<file path="config.mk">
export PLATFORM = sky130hd
export DESIGN_NAME = rv_core_top
export DESIGN_NICKNAME = d
export VERILOG_FILES = /design/src/rv_pkg.sv /design/src/rv_ctrl_if.sv /design/src/fetch_unit.sv /design/src/decode_unit.sv /design/src/control_unit.sv /design/src/execute_unit.sv /design/src/store_unit.sv /design/src/rv_core_top.sv
export SDC_FILE = /design/constraint.sdc
export NUM_CORES = 2
export LEC_CHECK = 0
export BUFFER_PORTS_ARGS = -buffer_cell sky130_fd_sc_hd__clkbuf_2
export CORE_MARGIN = 2
export CORE_UTILIZATION = 45
export DETAILED_ROUTE_END_ITERATION = 10
export GPL_TIMING_DRIVEN = 0
export PLACE_DENSITY = 0.69
export SYNTH_ARGS = -nofsm -noshare
export SYNTH_HDL_FRONTEND = slang
export SYNTH_SLANG_ARGS = --single-unit
</file>
<file path="constraint.sdc">
create_clock -name clk_i -period 11.9 [get_ports clk_i]
set_input_delay 0 -clock clk_i [delete_from_list [all_inputs] [get_ports clk_i]]
set_output_delay 0 -clock clk_i [all_outputs]
set_load 0.01 [all_outputs]
</file>
<file path="src/rv_pkg.sv">
/* Shared widths, opcode and ALU operation enums,
   control field encodings and the fetch bundle struct */
`default_nettype none

package rv_pkg;

   parameter int XLEN       = 32;            // Data and address width
   parameter int REG_ADDR_W = 5;             // Register index width

   // RV32I major opcodes handled by the core
   typedef enum logic [6:0] {
      OP       = 7'b0110011,                 // Register-register ALU
      OP_IMM   = 7'b0010011,                 // Register-immediate ALU
      BRANCH   = 7'b1100011,                 // Conditional branches
      JAL      = 7'b1101111,
      JALR     = 7'b1100111,
      LUI      = 7'b0110111,
      AUIPC    = 7'b0010111,
      STORE    = 7'b0100011,                 // sb, sh, sw
      NOP_ZERO = 7'b0000000                  // Cleared pipeline slot
   } opcode_e;

   typedef enum logic [3:0] {
      ADD,
      SUB,
      AND,
      XOR,
      OR,
      SLL,
      SRL,
      SRA,                                   // Arithmetic right shift
      EQ,                                    // Compare results are 0 or 1
      LT,
      LTU
   } alu_op_e;

   typedef enum logic [2:0] {
      I,                                     // ALU imm, jalr
      S,                                     // Stores
      B,                                     // Branches
      U,                                     // lui, auipc
      J                                      // jal
   } imm_fmt_e;

   typedef enum logic [1:0] {
      ALU,
      PC_PLUS4,                              // Link value
      IMM,                                   // lui
      TARGET                                 // auipc
   } result_sel_e;

   typedef enum logic [1:0] {
      BYTE,
      HALF,
      WORD
   } store_fmt_e;

   // Fetch/decode pipeline register contents
   typedef struct packed {
      logic [XLEN-1:0] inst;
      logic [XLEN-1:0] pc;
      logic [XLEN-1:0] pc_plus4;
   } fd_word_t;

endpackage

`default_nettype wire

</file>
<file path="src/rv_ctrl_if.sv">
/* Decoded control bundle from the controller
   to the decode, execute and store modules */
`timescale 1ns/1ns
`default_nettype none

interface rv_ctrl_if;

   import rv_pkg::*;

   logic        reg_wen;                     // Write rd at end of execute
   imm_fmt_e    imm_fmt;                     // Immediate layout
   logic        alu_src_imm;                 // Operand B from immediate
   alu_op_e     alu_op;
   logic        target_from_rs1;             // jalr base is rs1, else PC
   result_sel_e result_sel;                  // Writeback source
   logic        store_en;
   store_fmt_e  store_fmt;                   // Store width

   // Controller drives every field
   modport ctrl (
      output reg_wen,
      output imm_fmt,
      output alu_src_imm,
      output alu_op,
      output target_from_rs1,
      output result_sel,
      output store_en,
      output store_fmt
   );

   modport decode (
      input reg_wen,
      input imm_fmt
   );

   modport exec (
      input alu_src_imm,
      input alu_op,
      input target_from_rs1,
      input result_sel
   );

   modport store (
      input store_en,
      input store_fmt
   );

endinterface

`default_nettype wire

</file>
<file path="src/fetch_unit.sv">
/* Program counter with redirect and stall,
   fetch/decode pipeline register */
`timescale 1ns/1ns
`default_nettype none

module fetch_unit #(
   parameter logic [rv_pkg::XLEN-1:0] RESET_PC = '0
) (
   input  wire                    clk_i,
   input  wire                    rst_i,
   input  wire                    stall_i,
   input  wire [rv_pkg::XLEN-1:0] inst_i,        // Word at pc_o, same cycle
   input  wire                    redirect_i,    // From the executing instruction
   input  wire [rv_pkg::XLEN-1:0] target_i,
   output logic [rv_pkg::XLEN-1:0] pc_o,
   output rv_pkg::fd_word_t       fd_o
);

   import rv_pkg::*;

   logic [XLEN-1:0] pc_plus4;

   assign pc_plus4 = pc_o + XLEN'(4);

   // Redirect wins over stall so a taken transfer is never dropped
   always_ff @(posedge clk_i or posedge rst_i) begin
      if (rst_i) begin
         pc_o <= RESET_PC;
      end else if (redirect_i) begin
         pc_o <= target_i;
      end else if (!stall_i) begin
         pc_o <= pc_plus4;
      end
   end

   // Squash the slot on stall or redirect; it is refetched later
   always_ff @(posedge clk_i or posedge rst_i) begin
      if (rst_i) begin
         fd_o <= '0;
      end else if (stall_i || redirect_i) begin
         fd_o <= '0;                             // Becomes NOP_ZERO in execute
      end else begin
         fd_o.inst     <= inst_i;
         fd_o.pc       <= pc_o;
         fd_o.pc_plus4 <= pc_plus4;
      end
   end

endmodule

`default_nettype wire

</file>
<file path="src/decode_unit.sv">
/* Register file with hard-wired x0
   and the I/S/B/U/J immediate extender */
`timescale 1ns/1ns
`default_nettype none

module decode_unit (
   input  wire                     clk_i,
   input  wire rv_pkg::fd_word_t   fd_i,
   rv_ctrl_if.decode               ctrl,
   input  wire [rv_pkg::XLEN-1:0]  result_i,     // Writeback value for rd
   output logic [rv_pkg::XLEN-1:0] rs1_val_o,
   output logic [rv_pkg::XLEN-1:0] rs2_val_o,
   output logic [rv_pkg::XLEN-1:0] imm_o
);

   import rv_pkg::*;

   logic [XLEN-1:0]       regs [2**REG_ADDR_W];  // x0 entry never read
   logic [REG_ADDR_W-1:0] rs1_addr;
   logic [REG_ADDR_W-1:0] rs2_addr;
   logic [REG_ADDR_W-1:0] rd_addr;
   logic [XLEN-1:0]       inst;

   assign inst     = fd_i.inst;
   assign rs1_addr = inst[19:15];
   assign rs2_addr = inst[24:20];
   assign rd_addr  = inst[11:7];

   // Read in the same cycle, so no forwarding is needed
   assign rs1_val_o = (rs1_addr == '0) ? '0 : regs[rs1_addr];
   assign rs2_val_o = (rs2_addr == '0) ? '0 : regs[rs2_addr];

   always_ff @(posedge clk_i) begin
      if (ctrl.reg_wen) begin
         regs[rd_addr] <= result_i;              // End of execute cycle
      end
   end

   always_comb begin
      case (ctrl.imm_fmt)
         I:       imm_o = {{20{inst[31]}}, inst[31:20]};
         S:       imm_o = {{20{inst[31]}}, inst[31:25], inst[11:7]};
         B:       imm_o = {{20{inst[31]}}, inst[7], inst[30:25], inst[11:8], 1'b0};
         U:       imm_o = {inst[31:12], 12'b0};
         J:       imm_o = {{12{inst[31]}}, inst[19:12], inst[20], inst[30:21], 1'b0};
         default: imm_o = '0;
      endcase
   end

endmodule

`default_nettype wire

</file>
<file path="src/control_unit.sv">
/* Opcode decoder, ALU operation selection
   and branch resolution with redirect */
`timescale 1ns/1ns
`default_nettype none

module control_unit (
   input  wire rv_pkg::fd_word_t fd_i,
   input  wire                   alu_zero_i,     // Compare result was 0
   rv_ctrl_if.ctrl               ctrl,
   output logic                  redirect_o      // Load target into PC
);

   import rv_pkg::*;

   opcode_e    opcode;
   logic [2:0] funct3;
   logic       funct7_5;                         // SUB and SRA select
   logic       is_branch;
   logic       is_jump;
   logic       branch_taken;

   assign opcode   = opcode_e'(fd_i.inst[6:0]);
   assign funct3   = fd_i.inst[14:12];
   assign funct7_5 = fd_i.inst[30];

   always_comb begin
      ctrl.reg_wen         = 1'b0;               // Defaults leave no side effects
      ctrl.imm_fmt         = I;
      ctrl.alu_src_imm     = 1'b0;
      ctrl.target_from_rs1 = 1'b0;
      ctrl.result_sel      = ALU;
      ctrl.store_en        = 1'b0;
      is_branch            = 1'b0;
      is_jump              = 1'b0;
      case (opcode)
         OP: begin
            ctrl.reg_wen = 1'b1;
         end
         OP_IMM: begin
            ctrl.reg_wen     = 1'b1;
            ctrl.alu_src_imm = 1'b1;
         end
         BRANCH: begin
            ctrl.imm_fmt = B;
            is_branch    = 1'b1;
         end
         JAL: begin
            ctrl.reg_wen    = 1'b1;
            ctrl.imm_fmt    = J;
            ctrl.result_sel = PC_PLUS4;          // Link
            is_jump         = 1'b1;
         end
         JALR: begin
            ctrl.reg_wen         = 1'b1;
            ctrl.target_from_rs1 = 1'b1;
            ctrl.result_sel      = PC_PLUS4;
            is_jump              = 1'b1;
         end
         LUI: begin
            ctrl.reg_wen    = 1'b1;
            ctrl.imm_fmt    = U;
            ctrl.result_sel = IMM;
         end
         AUIPC: begin
            ctrl.reg_wen    = 1'b1;
            ctrl.imm_fmt    = U;
            ctrl.result_sel = TARGET;            // PC plus upper immediate
         end
         STORE: begin
            ctrl.imm_fmt     = S;
            ctrl.alu_src_imm = 1'b1;             // Address is rs1 plus offset
            ctrl.store_en    = 1'b1;
         end
         NOP_ZERO: begin
         end
         default: begin
         end
      endcase
   end

   assign ctrl.store_fmt = store_fmt_e'(funct3[1:0]);   // sb, sh, sw

   always_comb begin
      ctrl.alu_op = ADD;                         // Stores and the rest add
      if (is_branch) begin
         case (funct3[2:1])
            2'b10:   ctrl.alu_op = LT;
            2'b11:   ctrl.alu_op = LTU;
            default: ctrl.alu_op = EQ;           // beq, bne
         endcase
      end else if (opcode == OP || opcode == OP_IMM) begin
         case (funct3)
            3'b000:  ctrl.alu_op = (opcode == OP && funct7_5) ? SUB : ADD;
            3'b001:  ctrl.alu_op = SLL;
            3'b010:  ctrl.alu_op = LT;
            3'b011:  ctrl.alu_op = LTU;
            3'b100:  ctrl.alu_op = XOR;
            3'b101:  ctrl.alu_op = funct7_5 ? SRA : SRL;
            3'b110:  ctrl.alu_op = OR;
            default: ctrl.alu_op = AND;
         endcase
      end
   end

   // beq/blt/bltu take on compare true, the inverses on compare false
   always_comb begin
      case (funct3)
         3'b000, 3'b100, 3'b110: branch_taken = !alu_zero_i;
         3'b001, 3'b101, 3'b111: branch_taken = alu_zero_i;
         default:                branch_taken = 1'b0;
      endcase
   end

   assign redirect_o = (is_branch && branch_taken) || is_jump;

endmodule

`default_nettype wire

</file>
<file path="src/execute_unit.sv">
/* ALU, jump/branch target adder
   and writeback source selector */
`timescale 1ns/1ns
`default_nettype none

module execute_unit (
   input  wire rv_pkg::fd_word_t   fd_i,
   rv_ctrl_if.exec                 ctrl,
   input  wire [rv_pkg::XLEN-1:0]  rs1_val_i,
   input  wire [rv_pkg::XLEN-1:0]  rs2_val_i,
   input  wire [rv_pkg::XLEN-1:0]  imm_i,
   output logic [rv_pkg::XLEN-1:0] alu_out_o,    // Also store address
   output logic                    alu_zero_o,
   output logic [rv_pkg::XLEN-1:0] target_o,
   output logic [rv_pkg::XLEN-1:0] result_o
);

   import rv_pkg::*;

   logic [XLEN-1:0] op_b;
   logic [XLEN-1:0] target_base;
   logic [XLEN-1:0] target_sum;

   assign op_b = ctrl.alu_src_imm ? imm_i : rs2_val_i;

   always_comb begin
      case (ctrl.alu_op)
         ADD:     alu_out_o = rs1_val_i + op_b;
         SUB:     alu_out_o = rs1_val_i - op_b;
         AND:     alu_out_o = rs1_val_i & op_b;
         XOR:     alu_out_o = rs1_val_i ^ op_b;
         OR:      alu_out_o = rs1_val_i | op_b;
         SLL:     alu_out_o = rs1_val_i << op_b[4:0];
         SRL:     alu_out_o = rs1_val_i >> op_b[4:0];
         SRA:     alu_out_o = $unsigned($signed(rs1_val_i) >>> op_b[4:0]);
         EQ:      alu_out_o = {{(XLEN-1){1'b0}}, rs1_val_i == op_b};
         LT:      alu_out_o = {{(XLEN-1){1'b0}}, $signed(rs1_val_i) < $signed(op_b)};
         LTU:     alu_out_o = {{(XLEN-1){1'b0}}, rs1_val_i < op_b};
         default: alu_out_o = '0;
      endcase
   end

   assign alu_zero_o = (alu_out_o == '0);         // Drives branch decision

   // PC relative except jalr
   assign target_base = ctrl.target_from_rs1 ? rs1_val_i : fd_i.pc;
   assign target_sum  = target_base + imm_i;
   assign target_o    = {target_sum[XLEN-1:1], target_sum[0] & ~ctrl.target_from_rs1};

   always_comb begin
      case (ctrl.result_sel)
         ALU:      result_o = alu_out_o;
         PC_PLUS4: result_o = fd_i.pc_plus4;     // jal, jalr link
         IMM:      result_o = imm_i;
         TARGET:   result_o = target_o;
         default:  result_o = alu_out_o;
      endcase
   end

endmodule

`default_nettype wire

</file>
<file path="src/store_unit.sv">
/* Store byte strobes and write data alignment */
`timescale 1ns/1ns
`default_nettype none

module store_unit (
   rv_ctrl_if.store                ctrl,
   input  wire [rv_pkg::XLEN-1:0]  addr_i,       // rs1 plus S immediate
   input  wire [rv_pkg::XLEN-1:0]  wdata_i,      // rs2
   output logic                    wen_o,
   output logic [3:0]              stb_o,
   output logic [rv_pkg::XLEN-1:0] data_addr_o,
   output logic [rv_pkg::XLEN-1:0] data_o
);

   import rv_pkg::*;

   logic [1:0] byte_off;

   assign byte_off    = addr_i[1:0];
   assign data_addr_o = addr_i;
   assign wen_o       = ctrl.store_en;
   assign data_o      = wdata_i << {byte_off, 3'b000};   // Move data to its lane

   always_comb begin
      stb_o = 4'b0000;                           // No lanes without a store
      if (ctrl.store_en) begin
         case (ctrl.store_fmt)
            BYTE:    stb_o = 4'b0001 << byte_off;
            HALF:    stb_o = 4'b0011 << byte_off;
            WORD:    stb_o = 4'b1111 << byte_off;
            default: stb_o = 4'b0000;
         endcase
      end
   end

endmodule

`default_nettype wire

</file>
<file path="src/rv_core_top.sv">
/* Two-stage RV32I core top level
   Fetch, decode, control, execute and store instances */
`timescale 1ns/1ns
`default_nettype none

module rv_core_top #(
   parameter logic [rv_pkg::XLEN-1:0] RESET_PC = '0   // First fetch address, word aligned
) (
   input  wire                    clk_i,
   input  wire                    rst_i,
   input  wire                    stall_i,       // Holds PC, clears fetch slot
   input  wire [rv_pkg::XLEN-1:0] inst_i,        // Combinational instruction memory
   output wire [rv_pkg::XLEN-1:0] inst_addr_o,
   output wire                    wen_o,         // Store strobe, one cycle
   output wire [3:0]              stb_o,         // Byte lanes
   output wire [rv_pkg::XLEN-1:0] data_addr_o,
   output wire [rv_pkg::XLEN-1:0] data_o
);

   import rv_pkg::*;

   fd_word_t        fd;                          // Instruction in execute
   logic            redirect;                    // Taken branch or jump
   logic [XLEN-1:0] target;
   logic [XLEN-1:0] rs1_val;
   logic [XLEN-1:0] rs2_val;
   logic [XLEN-1:0] imm;
   logic [XLEN-1:0] alu_out;                     // Also the store address
   logic            alu_zero;
   logic [XLEN-1:0] result;                      // Writeback value

   rv_ctrl_if ctrl_bus ();

   fetch_unit #(
      .RESET_PC (RESET_PC)
   ) u_fetch (
      .clk_i      (clk_i),
      .rst_i      (rst_i),
      .stall_i    (stall_i),
      .inst_i     (inst_i),
      .redirect_i (redirect),
      .target_i   (target),
      .pc_o       (inst_addr_o),
      .fd_o       (fd)
   );

   decode_unit u_decode (
      .clk_i     (clk_i),
      .fd_i      (fd),
      .ctrl      (ctrl_bus.decode),
      .result_i  (result),
      .rs1_val_o (rs1_val),
      .rs2_val_o (rs2_val),
      .imm_o     (imm)
   );

   control_unit u_control (
      .fd_i       (fd),
      .alu_zero_i (alu_zero),
      .ctrl       (ctrl_bus.ctrl),
      .redirect_o (redirect)
   );

   execute_unit u_execute (
      .fd_i       (fd),
      .ctrl       (ctrl_bus.exec),
      .rs1_val_i  (rs1_val),
      .rs2_val_i  (rs2_val),
      .imm_i      (imm),
      .alu_out_o  (alu_out),
      .alu_zero_o (alu_zero),
      .target_o   (target),
      .result_o   (result)
   );

   store_unit u_store (
      .ctrl        (ctrl_bus.store),
      .addr_i      (alu_out),
      .wdata_i     (rs2_val),                   // Store data is rs2
      .wen_o       (wen_o),
      .stb_o       (stb_o),
      .data_addr_o (data_addr_o),
      .data_o      (data_o)
   );

endmodule

`default_nettype wire

</file>
==> results.sh <==
export IMPL_start_util_pct=45.2
export IMPL_cts_buffers=118
export IMPL_pin_count=136
export IMPL_n_fill_cell=12184
export IMPL_drt_wl_total_um=319000
export IMPL_ant_nets=0
export IMPL_slowest_delay_ns=0.78
export IMPL_relSlewSlack_pct=-5.86
export IMPL_synth_ff_type="edfxtp_1"
export IMPL_gp_congestion=1.27
export IMPL_yosys_top_cells_area="edfxtp_1 (47%), mux4_2 (13%), mux2i_1 (7.3%)"
export IMPL_grt_antenna_before_repair=25
export IMPL_ir_drop_mv=0.145
export IMPL_ys_ff_latch=1150
export IMPL_hp_class="in2reg"
export IMPL_fin_ws_ns=-0.172
export IMPL_stdcell_area_mm2=0.0757
export IMPL_cts_buffer_depth=3
export IMPL_clk_latency_ns=0.81
export IMPL_clk_pin_slew_ns=0.07
export IMPL_drc_errors=0
export IMPL_grt_max_degree=72
export IMPL_grt_pass1_wl_um=426000
export IMPL_busiest_layer="met2"
export IMPL_routedWlPerCell_um=42.6
export IMPL_grt_pass1_vias=51803
export IMPL_rsz0062_at_grt="no"
export IMPL_htreeDepth=3
export IMPL_max_freq_mhz=82.8
export IMPL_postSynth_asyncResetShare_pct=11.0
export IMPL_setup_viol=77
export IMPL_grt_util_met2_pct=59.8
export IMPL_first_pass_iters=8
export IMPL_die_x_um=386
export IMPL_synthesis_area_mm2=0.0657
export IMPL_syn_nets=5236
export IMPL_yosysTopAreaCell="edfxtp_1"
export IMPL_synth_commonest_cells="edfxtp_1 (1024), mux2i_1 (479), mux4_2 (366)"
export IMPL_gr_total_overflow=0
export IMPL_vias=55045
export IMPL_viasPerCell=7.35
export IMPL_synth_top_area_share_pct=46.8
export IMPL_cts_tree="yes"
export IMPL_die_area_mm2=0.149
export IMPL_critPathLaunchType="register"
export IMPL_regArea_mm2=0.0339
export IMPL_finalCritPeriodShare_pct=101
export IMPL_fp_dieH_um=386
export IMPL_synth_most_common_cell="edfxtp_1"
export IMPL_path_delay_family="buffers and inverters"
export IMPL_nets=5636
export IMPL_syn_inst=5062
export IMPL_violations="max-capacitance violations, max-slew violations, negative setup slack"
export IMPL_crit_fanout=11
export IMPL_powerDensity_mw_per_mm2=170
export IMPL_slew_violations=55
export IMPL_postCtsSetupBuffers=0
export IMPL_clock_sinks=1150
export IMPL_p_leak_nw=26.4
export IMPL_yosysSeqAreaShare_pct=51.6
export IMPL_grtUsageMet3_pct=18.0
export IMPL_outcome="complete, but fails checks"
export IMPL_timing_worst_setup_path_type="reg2reg"
export IMPL_path_buf_inv=7
export IMPL_area_growth_pct=15.1
export IMPL_worst_slew_pin_slew_ns=1.59
export IMPL_drtIter0Drc=10175
export IMPL_maxCapViolCount=6
export IMPL_rows=140
export IMPL_critPathCaptureType="register"
export IMPL_final_hold_viol_count=0
export IMPL_synth_area_per_cell_um2=13.0
export IMPL_cp_data_required_time_ns=12.62
export IMPL_final_util_pct=52.0
export IMPL_ys_types=102
export IMPL_min_period_ns=12.07
export IMPL_arrival_ns=12.79
export IMPL_detailed_place_hpwl_um=231000
export IMPL_multiInputGateArea_mm2=0.0302
export IMPL_drive_gt1_share_pct=19.6
export IMPL_grtUsageTotal_pct=42.0
export IMPL_dpl_cell_area_mm2=0.0710
export IMPL_path_common_cell="clkbuf_1"
export IMPL_met1_usage_pct=49.5
export IMPL_cts_root_buf="clkbuf_16"
export IMPL_synth_edff_count=1024
export IMPL_slowest_stage="buf_1"
export IMPL_yosysWarnings=0
export IMPL_hold_ws_ns=0.156
export IMPL_core_area_mm2=0.145
export IMPL_clock_skew_ns=0.0991
export IMPL_numPortBuffers=135
[area by class of cell]
class / count / area share (%)
buffer: 376 / 2.54
timing repair buffer: 280 / 3.78
clock inverter: 69 / 1.09
sequential: 1150 / 44.8
multi-input combinational: 3416 / 39.9
inverter: 120 / 0.602
tap: 1917 / 3.17
clock buffer: 147 / 4.07
antenna: 13 / 0.0430
[metrics by stage]
step	setup slack (ns)	power [mW]	cells	TNS (ns)
after floorplan	3.35	6.96	5062	0
after global placement	-2.86	8.59	7114	-1235.73
after detailed placement	0.105	8.84	7194	0
after CTS	0.0255	12.6	7472	0
after global routing	0.0385	13.0	7475	0
final	-0.172	12.9	7488	-4.18
[metal layers]
| metal | routed length [µm] | up-vias | share of wire (%) |
|---|---|---|---|
| li1 | - | 20837 | - |
| met1 | 105000 | 27351 | 33 |
| met2 | 132000 | 5289 | 41 |
| met3 | 49100 | 1532 | 15 |
| met4 | 32300 | 36 | 10 |
| met5 | 350 | - | 0.11 |
[layout by cell type (no fill, tap or decap), types with 22 or more instances in the layout]
cell type	n
and2_1	119
nand2_1	215
nand2b_1	26
buf_4	25
dlygate4sd3_1	62
clkbuf_2	156
and3_1	35
or3_1	22
clkbuf_1	212
buf_1	33
buf_2	73
a211oi_1	82
a31oi_1	25
nor4_1	41
nor2b_1	43
mux2_2	30
o21ai_0	131
edfxtp_1	1024
a22oi_1	108
o22ai_1	127
buf_6	43
nor2_1	308
nand3_1	101
mux2i_1	478
nor3_1	179
a21oi_1	225
inv_1	116
a21o_1	69
mux4_2	366
clkbuf_16	118
xnor2_1	70
clkinv_1	23
ha_1	136
buf_12	61
nor2_4	32
dfrtp_1	126
xor2_1	40
[kinds of logic after synthesis]
kind of cell	count (synthesis)	share of synthesized area (%)
xor gates and xnor gates	110	1.47
DFF	1150	51.6
adders and majority gates	139	2.68
buffers and inverters	496	3.54
AOI/OAI and AO/OA	1067	11.1
and+or+nand+nor	1222	9.29
muxes	878	20.4
[worst min-delay path, cell delays in order]
cell,delay (ns)
dlygate4sd3_1,0.53
clkbuf_2,0.10
and2_1,0.19
[power breakdown]
group	total, mW	switching (mW)	internal, mW
clock	3.82	1.69	2.13
combinational	4.00	2.86	1.14
sequential	5.05	0.0896	4.96
[flip-flops by register name, summed over array words and instances, names as in the netlist]
name	count
u_fetch.fd_o	94
u_decode.regs	1024
u_fetch.pc_o	32
[final timing paths]
check,end,from,cells past startpoint,slack (ns)
max in group asynchronous,u_fetch.fd_o[36]$_DFF_PP0_,rst_i,5,10.64
min in group asynchronous,u_fetch.fd_o[85]$_DFF_PP0_,rst_i,4,0.43
setup reg to reg,u_fetch.fd_o[40]$_DFF_PP0_,u_fetch.fd_o[85]$_DFF_PP0_,28,-0.17
setup / recovery,u_fetch.fd_o[40]$_DFF_PP0_,u_fetch.fd_o[85]$_DFF_PP0_,28,-0.17
hold / removal,u_fetch.fd_o[83]$_DFF_PP0_,inst_i[19],3,0.16
hold reg to reg,u_fetch.pc_o[1]$_DFFE_PP0P_,u_fetch.pc_o[1]$_DFFE_PP0P_,1,0.54
[timing repair]
item | 4_1_cts | 5_1_grt
setup endpoints to repair | 0 | 151
resized for setup | 0 | 17
hold buffers | 62 | 0
hold endpoints to repair | 219 | 0
(Power assumes the default switching activity.)
